`config.mk`:
```
export PLATFORM = sky130hd
export DESIGN_NAME = core
export DESIGN_NICKNAME = d
export VERILOG_FILES = /design/src/core_pkg.sv /design/src/regf.sv /design/src/decoder.sv /design/src/pipe_ctrl.sv /design/src/execute.sv /design/src/mem_stage.sv /design/src/core.sv
export SDC_FILE = /design/constraint.sdc
export NUM_CORES = 2
export LEC_CHECK = 0
export BUFFER_PORTS_ARGS = -buffer_cell sky130_fd_sc_hd__buf_2
export CELL_PAD_IN_SITES_DETAIL_PLACEMENT = 1
export CELL_PAD_IN_SITES_GLOBAL_PLACEMENT = 1
export CORE_MARGIN = 4
export CORE_UTILIZATION = 45
export CTS_CLUSTER_DIAMETER = 120
export DETAILED_ROUTE_END_ITERATION = 7
export PLACE_DENSITY_LB_ADDON = 0.1
export SKIP_CTS_REPAIR_TIMING = 1
export SLEW_MARGIN = 40
export SYNTH_ARGS = -nofsm -noshare
export SYNTH_HDL_FRONTEND = slang
export SYNTH_SLANG_ARGS = --single-unit
export TNS_END_PERCENT = 20
```
`constraint.sdc`:
```
create_clock -name clk -period 6.3 [get_ports clk]
set_input_delay 0.63 -clock clk [delete_from_list [all_inputs] [get_ports clk]]
set_output_delay 0.63 -clock clk [all_outputs]
set_load 0.01 [all_outputs]
```
`src/core_pkg.sv`:
```
package core_pkg;

   localparam int xlen       = 32;
   localparam int reg_addr_w = 5;
   localparam int ram_addr_w = 10;

   localparam logic [xlen-1:0] reset_pc = 32'h0000_0000;

   // rv32i major opcodes
   localparam logic [6:0] opc_op     = 7'b0110011;
   localparam logic [6:0] opc_op_imm = 7'b0010011;
   localparam logic [6:0] opc_lui    = 7'b0110111;
   localparam logic [6:0] opc_load   = 7'b0000011;
   localparam logic [6:0] opc_store  = 7'b0100011;
   localparam logic [6:0] opc_branch = 7'b1100011;
   localparam logic [6:0] opc_jal    = 7'b1101111;

   typedef enum logic [3:0] {
      op_nop,
      op_add,
      op_sub,
      op_and,
      op_or,
      op_xor,
      op_slt,
      op_addi,
      op_lui,
      op_lw,
      op_sw,
      op_beq,
      op_bne,
      op_jal
   } op_t;

   typedef enum logic [2:0] {
      alu_add,
      alu_sub,
      alu_and,
      alu_or,
      alu_xor,
      alu_slt,
      alu_pass_b
   } alu_t;

endpackage

```
`src/regf.sv`:
```
`timescale 1ns/1ps

module regf import core_pkg::*; (
   input  logic                  clk,
   input  logic                  rstn,
   input  logic [reg_addr_w-1:0] rs1,
   input  logic [reg_addr_w-1:0] rs2,
   input  logic                  wb_we,
   input  logic [reg_addr_w-1:0] wb_rd,
   input  logic [xlen-1:0]       wb_data,
   output logic [xlen-1:0]       rs1_data,
   output logic [xlen-1:0]       rs2_data
);

   logic [xlen-1:0] regs [32];
   logic            wr_ok;

   // x0 stays zero
   assign wr_ok = wb_we && wb_rd != '0;

   always_ff @(posedge clk) begin
      if (rstn) begin
         for (int i = 0; i < 32; i++) begin
            regs[i] <= '0;
         end
      end else if (wr_ok) begin
         regs[wb_rd] <= wb_data;
      end
   end

   // write-through
   assign rs1_data = (wr_ok && wb_rd == rs1) ? wb_data : regs[rs1];
   assign rs2_data = (wr_ok && wb_rd == rs2) ? wb_data : regs[rs2];

endmodule

```
`src/decoder.sv`:
```
`timescale 1ns/1ps

module decoder import core_pkg::*; (
   input  logic [xlen-1:0]       fd_instr,
   output op_t                   op,
   output alu_t                  alu_op,
   output logic [reg_addr_w-1:0] rs1,
   output logic [reg_addr_w-1:0] rs2,
   output logic [reg_addr_w-1:0] rd,
   output logic [xlen-1:0]       imm,
   output logic                  use_rs1,
   output logic                  use_rs2,
   output logic                  use_imm,
   output logic                  writes_rd
);

   logic [6:0]      opcode;
   logic [2:0]      funct3;
   logic [6:0]      funct7;
   logic [xlen-1:0] imm_i;
   logic [xlen-1:0] imm_s;
   logic [xlen-1:0] imm_b;
   logic [xlen-1:0] imm_u;
   logic [xlen-1:0] imm_j;

   assign opcode = fd_instr[6:0];
   assign funct3 = fd_instr[14:12];
   assign funct7 = fd_instr[31:25];
   assign rd     = fd_instr[11:7];
   assign rs1    = fd_instr[19:15];
   assign rs2    = fd_instr[24:20];

   assign imm_i = {{20{fd_instr[31]}}, fd_instr[31:20]};
   assign imm_s = {{20{fd_instr[31]}}, fd_instr[31:25], fd_instr[11:7]};
   assign imm_b = {{19{fd_instr[31]}}, fd_instr[31], fd_instr[7], fd_instr[30:25],
                   fd_instr[11:8], 1'b0};
   assign imm_u = {fd_instr[31:12], 12'h000};
   assign imm_j = {{11{fd_instr[31]}}, fd_instr[31], fd_instr[19:12], fd_instr[20],
                   fd_instr[30:21], 1'b0};

   always_comb begin
      op        = op_nop;
      alu_op    = alu_add;
      imm       = imm_i;
      use_rs1   = 1'b0;
      use_rs2   = 1'b0;
      use_imm   = 1'b0;
      writes_rd = 1'b0;
      case (opcode)
         opc_op: begin
            use_rs1   = 1'b1;
            use_rs2   = 1'b1;
            writes_rd = 1'b1;
            case ({funct7, funct3})
               {7'h00, 3'h0}: begin op = op_add; alu_op = alu_add; end
               {7'h20, 3'h0}: begin op = op_sub; alu_op = alu_sub; end
               {7'h00, 3'h7}: begin op = op_and; alu_op = alu_and; end
               {7'h00, 3'h6}: begin op = op_or;  alu_op = alu_or;  end
               {7'h00, 3'h4}: begin op = op_xor; alu_op = alu_xor; end
               {7'h00, 3'h2}: begin op = op_slt; alu_op = alu_slt; end
               default: begin
                  use_rs1   = 1'b0;
                  use_rs2   = 1'b0;
                  writes_rd = 1'b0;
               end
            endcase
         end
         opc_op_imm: begin
            if (funct3 == 3'h0) begin
               op        = op_addi;
               use_rs1   = 1'b1;
               use_imm   = 1'b1;
               writes_rd = 1'b1;
            end
         end
         opc_lui: begin
            op        = op_lui;
            alu_op    = alu_pass_b;
            imm       = imm_u;
            use_imm   = 1'b1;
            writes_rd = 1'b1;
         end
         opc_load: begin
            if (funct3 == 3'h2) begin
               op        = op_lw;
               use_rs1   = 1'b1;
               use_imm   = 1'b1;
               writes_rd = 1'b1;
            end
         end
         opc_store: begin
            if (funct3 == 3'h2) begin
               op      = op_sw;
               imm     = imm_s;
               use_rs1 = 1'b1;
               use_rs2 = 1'b1;
               use_imm = 1'b1;
            end
         end
         opc_branch: begin
            imm = imm_b;
            if (funct3 == 3'h0 || funct3 == 3'h1) begin
               op      = (funct3 == 3'h0) ? op_beq : op_bne;
               use_rs1 = 1'b1;
               use_rs2 = 1'b1;
            end
         end
         opc_jal: begin
            op        = op_jal;
            imm       = imm_j;
            writes_rd = 1'b1;
         end
         default: ;
      endcase
   end

endmodule

```
`src/pipe_ctrl.sv`:
```
`timescale 1ns/1ps

module pipe_ctrl import core_pkg::*; (
   input  logic                  clk,
   input  logic                  rstn,
   input  logic [xlen-1:0]       rom_data,
   input  logic                  use_rs1,
   input  logic                  use_rs2,
   input  logic [reg_addr_w-1:0] rs1,
   input  logic [reg_addr_w-1:0] rs2,
   input  logic                  ex_load,
   input  logic [reg_addr_w-1:0] ex_rd,
   input  logic                  redirect,
   input  logic [xlen-1:0]       redirect_pc,
   output logic [xlen-1:0]       rom_addr,
   output logic [xlen-1:0]       fd_instr,
   output logic [xlen-1:0]       fd_pc,
   output logic                  fd_valid,
   output logic                  bubble
);

   logic [xlen-1:0] pc;
   logic            rs1_hit;
   logic            rs2_hit;
   logic            stall;

   assign rom_addr = pc;

   ////////////////////////////////////////
   // load-use hazard
   ////////////////////////////////////////

   // loaded value is not ready until it reaches write-back
   assign rs1_hit = use_rs1 && rs1 == ex_rd;
   assign rs2_hit = use_rs2 && rs2 == ex_rd;
   assign stall   = fd_valid && ex_load && ex_rd != '0 && (rs1_hit || rs2_hit);

   // redirect wins over stall
   assign bubble = redirect || stall;

   ////////////////////////////////////////
   // pc and fetch/decode register
   ////////////////////////////////////////

   always_ff @(posedge clk) begin
      if (rstn) begin
         pc       <= reset_pc;
         fd_valid <= 1'b0;
      end else if (redirect) begin
         pc       <= redirect_pc;
         fd_valid <= 1'b0;
      end else if (!stall) begin
         pc       <= pc + 32'd4;
         fd_valid <= 1'b1;
      end
   end

   // held during a stall, dropped by fd_valid on redirect
   always_ff @(posedge clk) begin
      if (!stall) begin
         fd_instr <= rom_data;
         fd_pc    <= pc;
      end
   end

endmodule

```
`src/execute.sv`:
```
`timescale 1ns/1ps

module execute import core_pkg::*; (
   input  logic                  clk,
   input  logic                  rstn,
   input  logic                  bubble,
   input  logic                  fd_valid,
   input  logic [xlen-1:0]       fd_pc,
   input  op_t                   op,
   input  alu_t                  alu_op,
   input  logic [reg_addr_w-1:0] rs1,
   input  logic [reg_addr_w-1:0] rs2,
   input  logic [reg_addr_w-1:0] rd,
   input  logic [xlen-1:0]       imm,
   input  logic                  use_rs1,
   input  logic                  use_rs2,
   input  logic                  use_imm,
   input  logic                  writes_rd,
   input  logic [xlen-1:0]       rs1_data,
   input  logic [xlen-1:0]       rs2_data,
   input  logic [xlen-1:0]       mem_result,
   input  logic [reg_addr_w-1:0] mem_rd,
   input  logic                  mem_writes,
   input  logic                  wb_we,
   input  logic [reg_addr_w-1:0] wb_rd,
   input  logic [xlen-1:0]       wb_data,
   output logic                  ex_valid,
   output logic                  ex_load,
   output logic                  ex_store,
   output logic                  ex_writes,
   output logic [reg_addr_w-1:0] ex_rd,
   output logic [xlen-1:0]       ex_result,
   output logic [xlen-1:0]       ex_store_data,
   output logic                  redirect,
   output logic [xlen-1:0]       redirect_pc
);

   logic                  d_valid;
   op_t                   d_op;
   alu_t                  d_alu;
   logic [reg_addr_w-1:0] d_rs1;
   logic [reg_addr_w-1:0] d_rs2;
   logic [reg_addr_w-1:0] d_rd;
   logic [xlen-1:0]       d_imm;
   logic [xlen-1:0]       d_pc;
   logic [xlen-1:0]       d_rs1_data;
   logic [xlen-1:0]       d_rs2_data;
   logic                  d_use_rs1;
   logic                  d_use_rs2;
   logic                  d_use_imm;
   logic                  d_writes;
   logic                  a_hit_mem;
   logic                  a_hit_wb;
   logic                  b_hit_mem;
   logic                  b_hit_wb;
   logic [xlen-1:0]       rs1_fwd;
   logic [xlen-1:0]       rs2_fwd;
   logic [xlen-1:0]       alu_b;
   logic [xlen-1:0]       alu_out;
   logic                  taken;

   ////////////////////////////////////////
   // decode/execute register
   ////////////////////////////////////////

   always_ff @(posedge clk) begin
      if (rstn) begin
         d_valid <= 1'b0;
      end else begin
         d_valid <= fd_valid && !bubble;
      end
   end

   always_ff @(posedge clk) begin
      d_op       <= op;
      d_alu      <= alu_op;
      d_rs1      <= rs1;
      d_rs2      <= rs2;
      d_rd       <= rd;
      d_imm      <= imm;
      d_pc       <= fd_pc;
      d_rs1_data <= rs1_data;
      d_rs2_data <= rs2_data;
      d_use_rs1  <= use_rs1;
      d_use_rs2  <= use_rs2;
      d_use_imm  <= use_imm;
      d_writes   <= writes_rd;
   end

   ////////////////////////////////////////
   // forwarding, newest writer first
   ////////////////////////////////////////

   assign a_hit_mem = d_use_rs1 && d_rs1 != '0 && mem_writes && mem_rd == d_rs1;
   assign a_hit_wb  = d_use_rs1 && d_rs1 != '0 && wb_we && wb_rd == d_rs1;
   assign b_hit_mem = d_use_rs2 && d_rs2 != '0 && mem_writes && mem_rd == d_rs2;
   assign b_hit_wb  = d_use_rs2 && d_rs2 != '0 && wb_we && wb_rd == d_rs2;

   assign rs1_fwd = a_hit_mem ? mem_result : a_hit_wb ? wb_data : d_rs1_data;
   assign rs2_fwd = b_hit_mem ? mem_result : b_hit_wb ? wb_data : d_rs2_data;
   assign alu_b   = d_use_imm ? d_imm : rs2_fwd;

   always_comb begin
      case (d_alu)
         alu_add:    alu_out = rs1_fwd + alu_b;
         alu_sub:    alu_out = rs1_fwd - alu_b;
         alu_and:    alu_out = rs1_fwd & alu_b;
         alu_or:     alu_out = rs1_fwd | alu_b;
         alu_xor:    alu_out = rs1_fwd ^ alu_b;
         alu_slt:    alu_out = {{(xlen-1){1'b0}}, $signed(rs1_fwd) < $signed(alu_b)};
         alu_pass_b: alu_out = alu_b;
         default:    alu_out = '0;
      endcase
   end

   // branch and jump resolution
   assign taken = (d_op == op_beq && rs1_fwd == rs2_fwd) ||
                  (d_op == op_bne && rs1_fwd != rs2_fwd);
   assign redirect    = d_valid && (d_op == op_jal || taken);
   assign redirect_pc = d_pc + d_imm;

   assign ex_valid      = d_valid;
   assign ex_load       = d_valid && d_op == op_lw;
   assign ex_store      = d_valid && d_op == op_sw;
   assign ex_writes     = d_valid && d_writes;
   assign ex_rd         = d_rd;
   assign ex_result     = (d_op == op_jal) ? d_pc + 32'd4 : alu_out;
   assign ex_store_data = rs2_fwd;

endmodule

```
`src/mem_stage.sv`:
```
`timescale 1ns/1ps

module mem_stage import core_pkg::*; (
   input  logic                  clk,
   input  logic                  rstn,
   input  logic                  ex_valid,
   input  logic                  ex_load,
   input  logic                  ex_store,
   input  logic                  ex_writes,
   input  logic [reg_addr_w-1:0] ex_rd,
   input  logic [xlen-1:0]       ex_result,
   input  logic [xlen-1:0]       ex_store_data,
   input  logic [xlen-1:0]       ram_rdata,
   output logic [ram_addr_w-1:0] ram_addr,
   output logic [xlen-1:0]       ram_wdata,
   output logic                  ram_we,
   output logic [xlen-1:0]       mem_result,
   output logic [reg_addr_w-1:0] mem_rd,
   output logic                  mem_writes,
   output logic                  wb_we,
   output logic [reg_addr_w-1:0] wb_rd,
   output logic [xlen-1:0]       wb_data
);

   logic                  m_valid;
   logic                  m_load;
   logic                  m_store;
   logic                  m_writes;
   logic [reg_addr_w-1:0] m_rd;
   logic [xlen-1:0]       m_result;
   logic [xlen-1:0]       m_store_data;

   ////////////////////////////////////////
   // execute/memory register
   ////////////////////////////////////////

   always_ff @(posedge clk) begin
      if (rstn) begin
         m_valid <= 1'b0;
      end else begin
         m_valid <= ex_valid;
      end
   end

   always_ff @(posedge clk) begin
      m_load       <= ex_load;
      m_store      <= ex_store;
      m_writes     <= ex_writes;
      m_rd         <= ex_rd;
      m_result     <= ex_result;
      m_store_data <= ex_store_data;
   end

   // word addressed ram
   assign ram_addr  = m_result[ram_addr_w+1:2];
   assign ram_wdata = m_store_data;
   assign ram_we    = m_valid && m_store;

   // load data not ready here, the load-use stall covers it
   assign mem_result = m_result;
   assign mem_rd     = m_rd;
   assign mem_writes = m_valid && m_writes && !m_load;

   ////////////////////////////////////////
   // memory/write-back register
   ////////////////////////////////////////

   always_ff @(posedge clk) begin
      if (rstn) begin
         wb_we <= 1'b0;
      end else begin
         wb_we <= m_valid && m_writes;
      end
   end

   always_ff @(posedge clk) begin
      wb_rd   <= m_rd;
      wb_data <= m_load ? ram_rdata : m_result;
   end

endmodule

```
`src/core.sv`:
```
`timescale 1ns/1ps

module core import core_pkg::*; (
   input  logic                  clk,
   input  logic                  rstn,
   output logic [xlen-1:0]       rom_addr,
   input  logic [xlen-1:0]       rom_data,
   output logic [ram_addr_w-1:0] ram_addr,
   output logic [xlen-1:0]       ram_wdata,
   output logic                  ram_we,
   input  logic [xlen-1:0]       ram_rdata
);

   // fetch / decode
   logic [xlen-1:0]       fd_instr;
   logic [xlen-1:0]       fd_pc;
   logic                  fd_valid;
   logic                  bubble;
   op_t                   op;
   alu_t                  alu_op;
   logic [reg_addr_w-1:0] rs1;
   logic [reg_addr_w-1:0] rs2;
   logic [reg_addr_w-1:0] rd;
   logic [xlen-1:0]       imm;
   logic                  use_rs1;
   logic                  use_rs2;
   logic                  use_imm;
   logic                  writes_rd;
   logic [xlen-1:0]       rs1_data;
   logic [xlen-1:0]       rs2_data;

   // execute
   logic                  ex_valid;
   logic                  ex_load;
   logic                  ex_store;
   logic                  ex_writes;
   logic [reg_addr_w-1:0] ex_rd;
   logic [xlen-1:0]       ex_result;
   logic [xlen-1:0]       ex_store_data;
   logic                  redirect;
   logic [xlen-1:0]       redirect_pc;

   // memory / write-back
   logic [xlen-1:0]       mem_result;
   logic [reg_addr_w-1:0] mem_rd;
   logic                  mem_writes;
   logic                  wb_we;
   logic [reg_addr_w-1:0] wb_rd;
   logic [xlen-1:0]       wb_data;

   pipe_ctrl i_pipe_ctrl (
      .clk, .rstn, .rom_data, .use_rs1, .use_rs2, .rs1, .rs2,
      .ex_load, .ex_rd, .redirect, .redirect_pc,
      .rom_addr, .fd_instr, .fd_pc, .fd_valid, .bubble
   );

   decoder i_decoder (
      .fd_instr, .op, .alu_op, .rs1, .rs2, .rd, .imm,
      .use_rs1, .use_rs2, .use_imm, .writes_rd
   );

   regf i_regf (
      .clk, .rstn, .rs1, .rs2, .wb_we, .wb_rd, .wb_data, .rs1_data, .rs2_data
   );

   execute i_execute (
      .clk, .rstn, .bubble, .fd_valid, .fd_pc,
      .op, .alu_op, .rs1, .rs2, .rd, .imm, .use_rs1, .use_rs2, .use_imm, .writes_rd,
      .rs1_data, .rs2_data, .mem_result, .mem_rd, .mem_writes, .wb_we, .wb_rd, .wb_data,
      .ex_valid, .ex_load, .ex_store, .ex_writes, .ex_rd, .ex_result, .ex_store_data,
      .redirect, .redirect_pc
   );

   mem_stage i_mem_stage (
      .clk, .rstn, .ex_valid, .ex_load, .ex_store, .ex_writes, .ex_rd, .ex_result,
      .ex_store_data, .ram_rdata, .ram_addr, .ram_wdata, .ram_we,
      .mem_result, .mem_rd, .mem_writes, .wb_we, .wb_rd, .wb_data
   );

endmodule

```
==> metrics.log <==
INFO  metric run_status = finished clean
INFO  metric initial_utilization = roughly 45%
INFO  metric cts.sink_count = 1397
INFO  metric worst-endpoint-required = about 7 ns
INFO  metric number_of_global_route_vias_before_repair = 56010
INFO  metric path_delay_family = simple AND/OR/NAND/NOR gates
INFO  metric insertion_delay = slightly above 0.8 ns
INFO  metric setup_violations = 0
INFO  metric synth_sequential_area_ratio = 50.79%
INFO  metric synth_area_per_cell = 12.93 µm²
INFO  metric timing.critical_path.arrival = 6.69 ns
INFO  metric critPathLaunchType = register
INFO  metric hold_class = input port to register
INFO  metric number_of_antenna_violations_at_the_first_check_in_global_routing = 8
INFO  metric num_rows = 151
INFO  metric core = 0.1693 mm²
INFO  metric design.die.area = 0.1767 mm²
INFO  metric drc = 0
INFO  metric vdd_drop_max = approximately 230 µV
INFO  metric layout.cells.most_common_list = sky130_fd_sc_hd__edfxtp_1, sky130_fd_sc_hd__and2_1, sky130_fd_sc_hd__mux4_2
INFO  metric gp_congestion = about 1
INFO  metric final_max_slew_violation_count = 0
INFO  metric die_x = 420.3 µm
INFO  metric grt.overflow.total = 0
INFO  metric timing.critical_path.cells = or4_4, o2111a_1, nand2_4, buf_4, mux2i_1, a21oi_1, mux2i_1, inv_1, ha_1, and2_1, o2111ai_1, a31oi_1, or3b_2, a31oi_1, a311oi_1, xor2_1, nor2_1, nor4b_1, mux2_2, a211oi_1
INFO  metric final_nets = 6234
INFO  metric yosys_warnings = 0
INFO  metric setup_tns = 0 ns
INFO  metric p_total = around 26 mW
INFO  metric setup_ws = about 0.32 ns
INFO  metric critical_path.max_fanout = 13
INFO  metric sort_of_element_at_the_end_of_the_critical_path = register
INFO  metric clock.fmax = around 170 MHz
INFO  metric preCtsSetupSlack = approximately 0.27 ns
INFO  metric synthTopCellsByArea = sky130_fd_sc_hd__edfxtp_1, sky130_fd_sc_hd__mux4_2, sky130_fd_sc_hd__dfxtp_1
INFO  metric track_usage = 32.52%
INFO  metric layout-drive-gt1-share = approximately 24%
INFO  metric postSynth.topFlopCell = sky130_fd_sc_hd__edfxtp_1
INFO  metric ratio_of_routed_vias_to_standard_cells = 6.470
INFO  metric cts.reportedPaths.clkPinSlew = 0.06 ns
INFO  metric setup_repair_after_global_routing_missed_its_margin = no
INFO  metric path_class = register to register
INFO  metric synth_enable_flop_cells = 1088
INFO  metric cp.buffers_inverters = 2
INFO  metric leakage = between 30 and 40 nW
INFO  metric max_stage_delay = 0.58 ns
INFO  metric io_buffers = 140
INFO  metric combinationalPowerShare = 20.9%
INFO  metric synth_area_leader_cell = sky130_fd_sc_hd__edfxtp_1
INFO  metric cap_violations = 0
INFO  metric power.sequential.fraction = 43.3%
INFO  metric grt_max_degree = 98
INFO  metric finalWorstPathRequiredPeriod = 5.975 ns
INFO  metric power_report.internal_total = 17.61 mW
INFO  metric postSynth.asyncResetShare = 0%
INFO  metric areaGrowthSynthToFinish = 13.59%
INFO  metric finalWirelength = 288.0 mm
INFO  metric pwr-share-clk = 35.8%
INFO  metric tritoncts.num_buffers = 159
INFO  metric route.vias.total = 54140
INFO  metric tritoncts = yes
INFO  metric clock-root-buffer = sky130_fd_sc_hd__clkbuf_16
INFO  metric final-hold-violation-count = 0
INFO  metric yosysTopAreaCellShare = 42.71%
INFO  metric synthesis.area = 0.07650 mm²
INFO  metric final_core_utilization = 51.33%
INFO  metric power_switching_share = 31.31%
INFO  metric cts-htree-levels = 4
INFO  metric grt_pass1_wl = between 400 and 500 mm
INFO  metric cp_slowest_cell = sky130_fd_sc_hd__or4_4
INFO  metric worst_clock_skew = 0.05802 ns
INFO  metric wire_per_inst = roughly 34 µm
INFO  metric die_span_y = 420.3 µm
INFO  metric p_switching = 8.026 mW
INFO  metric maxSlewHeadroom = 38.29%
INFO  metric synth.ff_latch_count = roughly 1400
INFO  metric worstMarginPinSlew = 0.9257 ns
INFO  metric final_common_cell = sky130_fd_sc_hd__edfxtp_1
INFO  metric power.density = 295.0 mW/mm²
INFO  metric ant_nets = 0
INFO  metric ioPinCount = 141
INFO  metric filler_cell_count = about 17000
INFO  metric synth.lib_cells_used.distinct = 94
INFO  metric placed_wire_length_estimate_after_detailed_placement = a little under 200 mm
INFO  metric layout_worst_path_cycle_share = 94.84%
INFO  metric first_iter_violations = 5714
INFO  metric gate_count_post_synth = 5918
INFO  metric dr.pass1.iters = 6
INFO  metric cts-root-to-sink-buffers = 3
-- power by group through the flow --
| stage | Clock [mW] | Combinational (mW) | Sequential [mW] |
|---|---|---|---|
| 3_5_place_dp | 0 | 5.25 | 11.3 |
| 6_report | 9.17 | 5.36 | 11.1 |
| 5_1_grt | 9.70 | 5.69 | 11.2 |
| 3_3_place_gp | 0 | 5.17 | 11.3 |
| 4_1_cts | 9.29 | 5.27 | 11.1 |
| 2_1_floorplan | 0 | 3.20 | 11.0 |
-- cell families (layout without fill, tap and decap cells) --
logic type | after synthesis | after routing | share of synthesized area [%]
adders and majority gates | 147 | 147 | 2.424
other | 1 | 38 | 0.004902
and+or+nand+nor | 1860 | 1860 | 13.12
muxes | 799 | 799 | 20.98
AOI/OAI and AO/OA | 878 | 878 | 7.522
DFF | 1397 | 1397 | 50.79
buffers and inverters | 697 | 892 | 3.561
xor gates and xnor gates | 139 | 139 | 1.591
-- layout make-up --
type / instances / area [µm²] / area share [%]
antenna: 6 / 15.01 / 0.01728
clock buffer: 218 / 4420 / 5.087
clock inverter: 66 / 621.8 / 0.7156
inverter: 144 / 544.3 / 0.6264
multi-input combinational: 3855 / 35710 / 41.09
sequential: 1397 / 38900 / 44.76
tap: 2218 / 2775 / 3.194
timing repair buffer: 464 / 3914 / 4.504
-- metal layers --
layer  vias to the layer above  GRT usage [%]  share of wire [%]
met4                         6          16.30                5.9
met5                         -              0              0.011
met3                       589          4.126                6.2
met2                      2283          54.22                 49
met1                     28470          42.01                 39
li1                      22790              -                  -
-- registers in the layout, summed over array words and instances (netlist names), 3 cells and up, named ones only --
register and cells:
i_regf.regs 1024, i_execute.d_imm 32, i_execute.d_pc 32, i_execute.d_rs1_data 32, i_execute.d_rs2_data 32, i_mem_stage.mem_result 32, i_mem_stage.ram_wdata 32, i_mem_stage.wb_data 32
i_pipe_ctrl.fd_instr 32, i_pipe_ctrl.fd_pc 32, i_pipe_ctrl.rom_addr 32, i_execute.d_rs1 5, i_execute.d_rs2 5, i_execute.ex_rd 5, i_mem_stage.mem_rd 5, i_mem_stage.wb_rd 5
i_execute.d_op 4, i_execute.d_alu 3
-- final timing paths --
path / cells past startpoint / from / slack [ns] / end
setup / recovery: 20 / i_execute.d_rs2[0]$_DFF_P_ / 0.32 / i_mem_stage.mem_result[31]$_DFF_P_
hold / removal: 1 / rom_data[2] / 0.03 / i_pipe_ctrl.fd_instr[2]$_DFFE_PN_
setup reg to reg: 20 / i_execute.d_rs2[0]$_DFF_P_ / 0.32 / i_mem_stage.mem_result[31]$_DFF_P_
hold reg to reg: 0 / i_pipe_ctrl.fd_pc[24]$_DFFE_PN_ / 0.34 / i_execute.d_pc[24]$_DFF_P_
-- per-stage QoR --
step                      instance area [µm²]  hold slack [ns]  instances
after floorplan                         76610           0.3233       5949
after global placement                  80830           0.3249       8023
after detailed placement                81640           0.3283       8061
after CTS                               86680         -0.05298       8345
after global routing                    86880        -0.006019       8363
final                                   86890          0.03054       8368
-- Yosys cell counts (all sizes together), types with 27 or more instances --
master / n
buf: 124
mux2: 35
clkbuf: 429
xnor2: 93
and2: 744
o21a: 34
o21ai: 260
nor4: 39
mux4: 640
nor3: 338
o22ai: 38
ha: 145
nand2: 277
a221oi: 27
nor2: 207
xor2: 46
inv: 143
edfxtp: 1088
a21oi: 186
mux2i: 124
dfxtp: 309
a21o: 60
nand3: 93
-- worst reg2reg max path, stage by stage (launching register included) --
cell	delay [ns]
sky130_fd_sc_hd__dfxtp_1	0.33
sky130_fd_sc_hd__or4_4	0.58
sky130_fd_sc_hd__o2111a_1	0.30
sky130_fd_sc_hd__nand2_4	0.25
sky130_fd_sc_hd__buf_4	0.23
sky130_fd_sc_hd__mux2i_1	0.32
sky130_fd_sc_hd__a21oi_1	0.17
sky130_fd_sc_hd__mux2i_1	0.52
sky130_fd_sc_hd__inv_1	0.16
sky130_fd_sc_hd__ha_1	0.42
sky130_fd_sc_hd__and2_1	0.21
sky130_fd_sc_hd__o2111ai_1	0.17
sky130_fd_sc_hd__a31oi_1	0.35
sky130_fd_sc_hd__or3b_2	0.53
sky130_fd_sc_hd__a31oi_1	0.25
sky130_fd_sc_hd__a311oi_1	0.15
sky130_fd_sc_hd__xor2_1	0.18
sky130_fd_sc_hd__nor2_1	0.20
sky130_fd_sc_hd__nor4b_1	0.09
sky130_fd_sc_hd__mux2_2	0.27
sky130_fd_sc_hd__a211oi_1	0.20
Power figures use the tool's default switching activity.
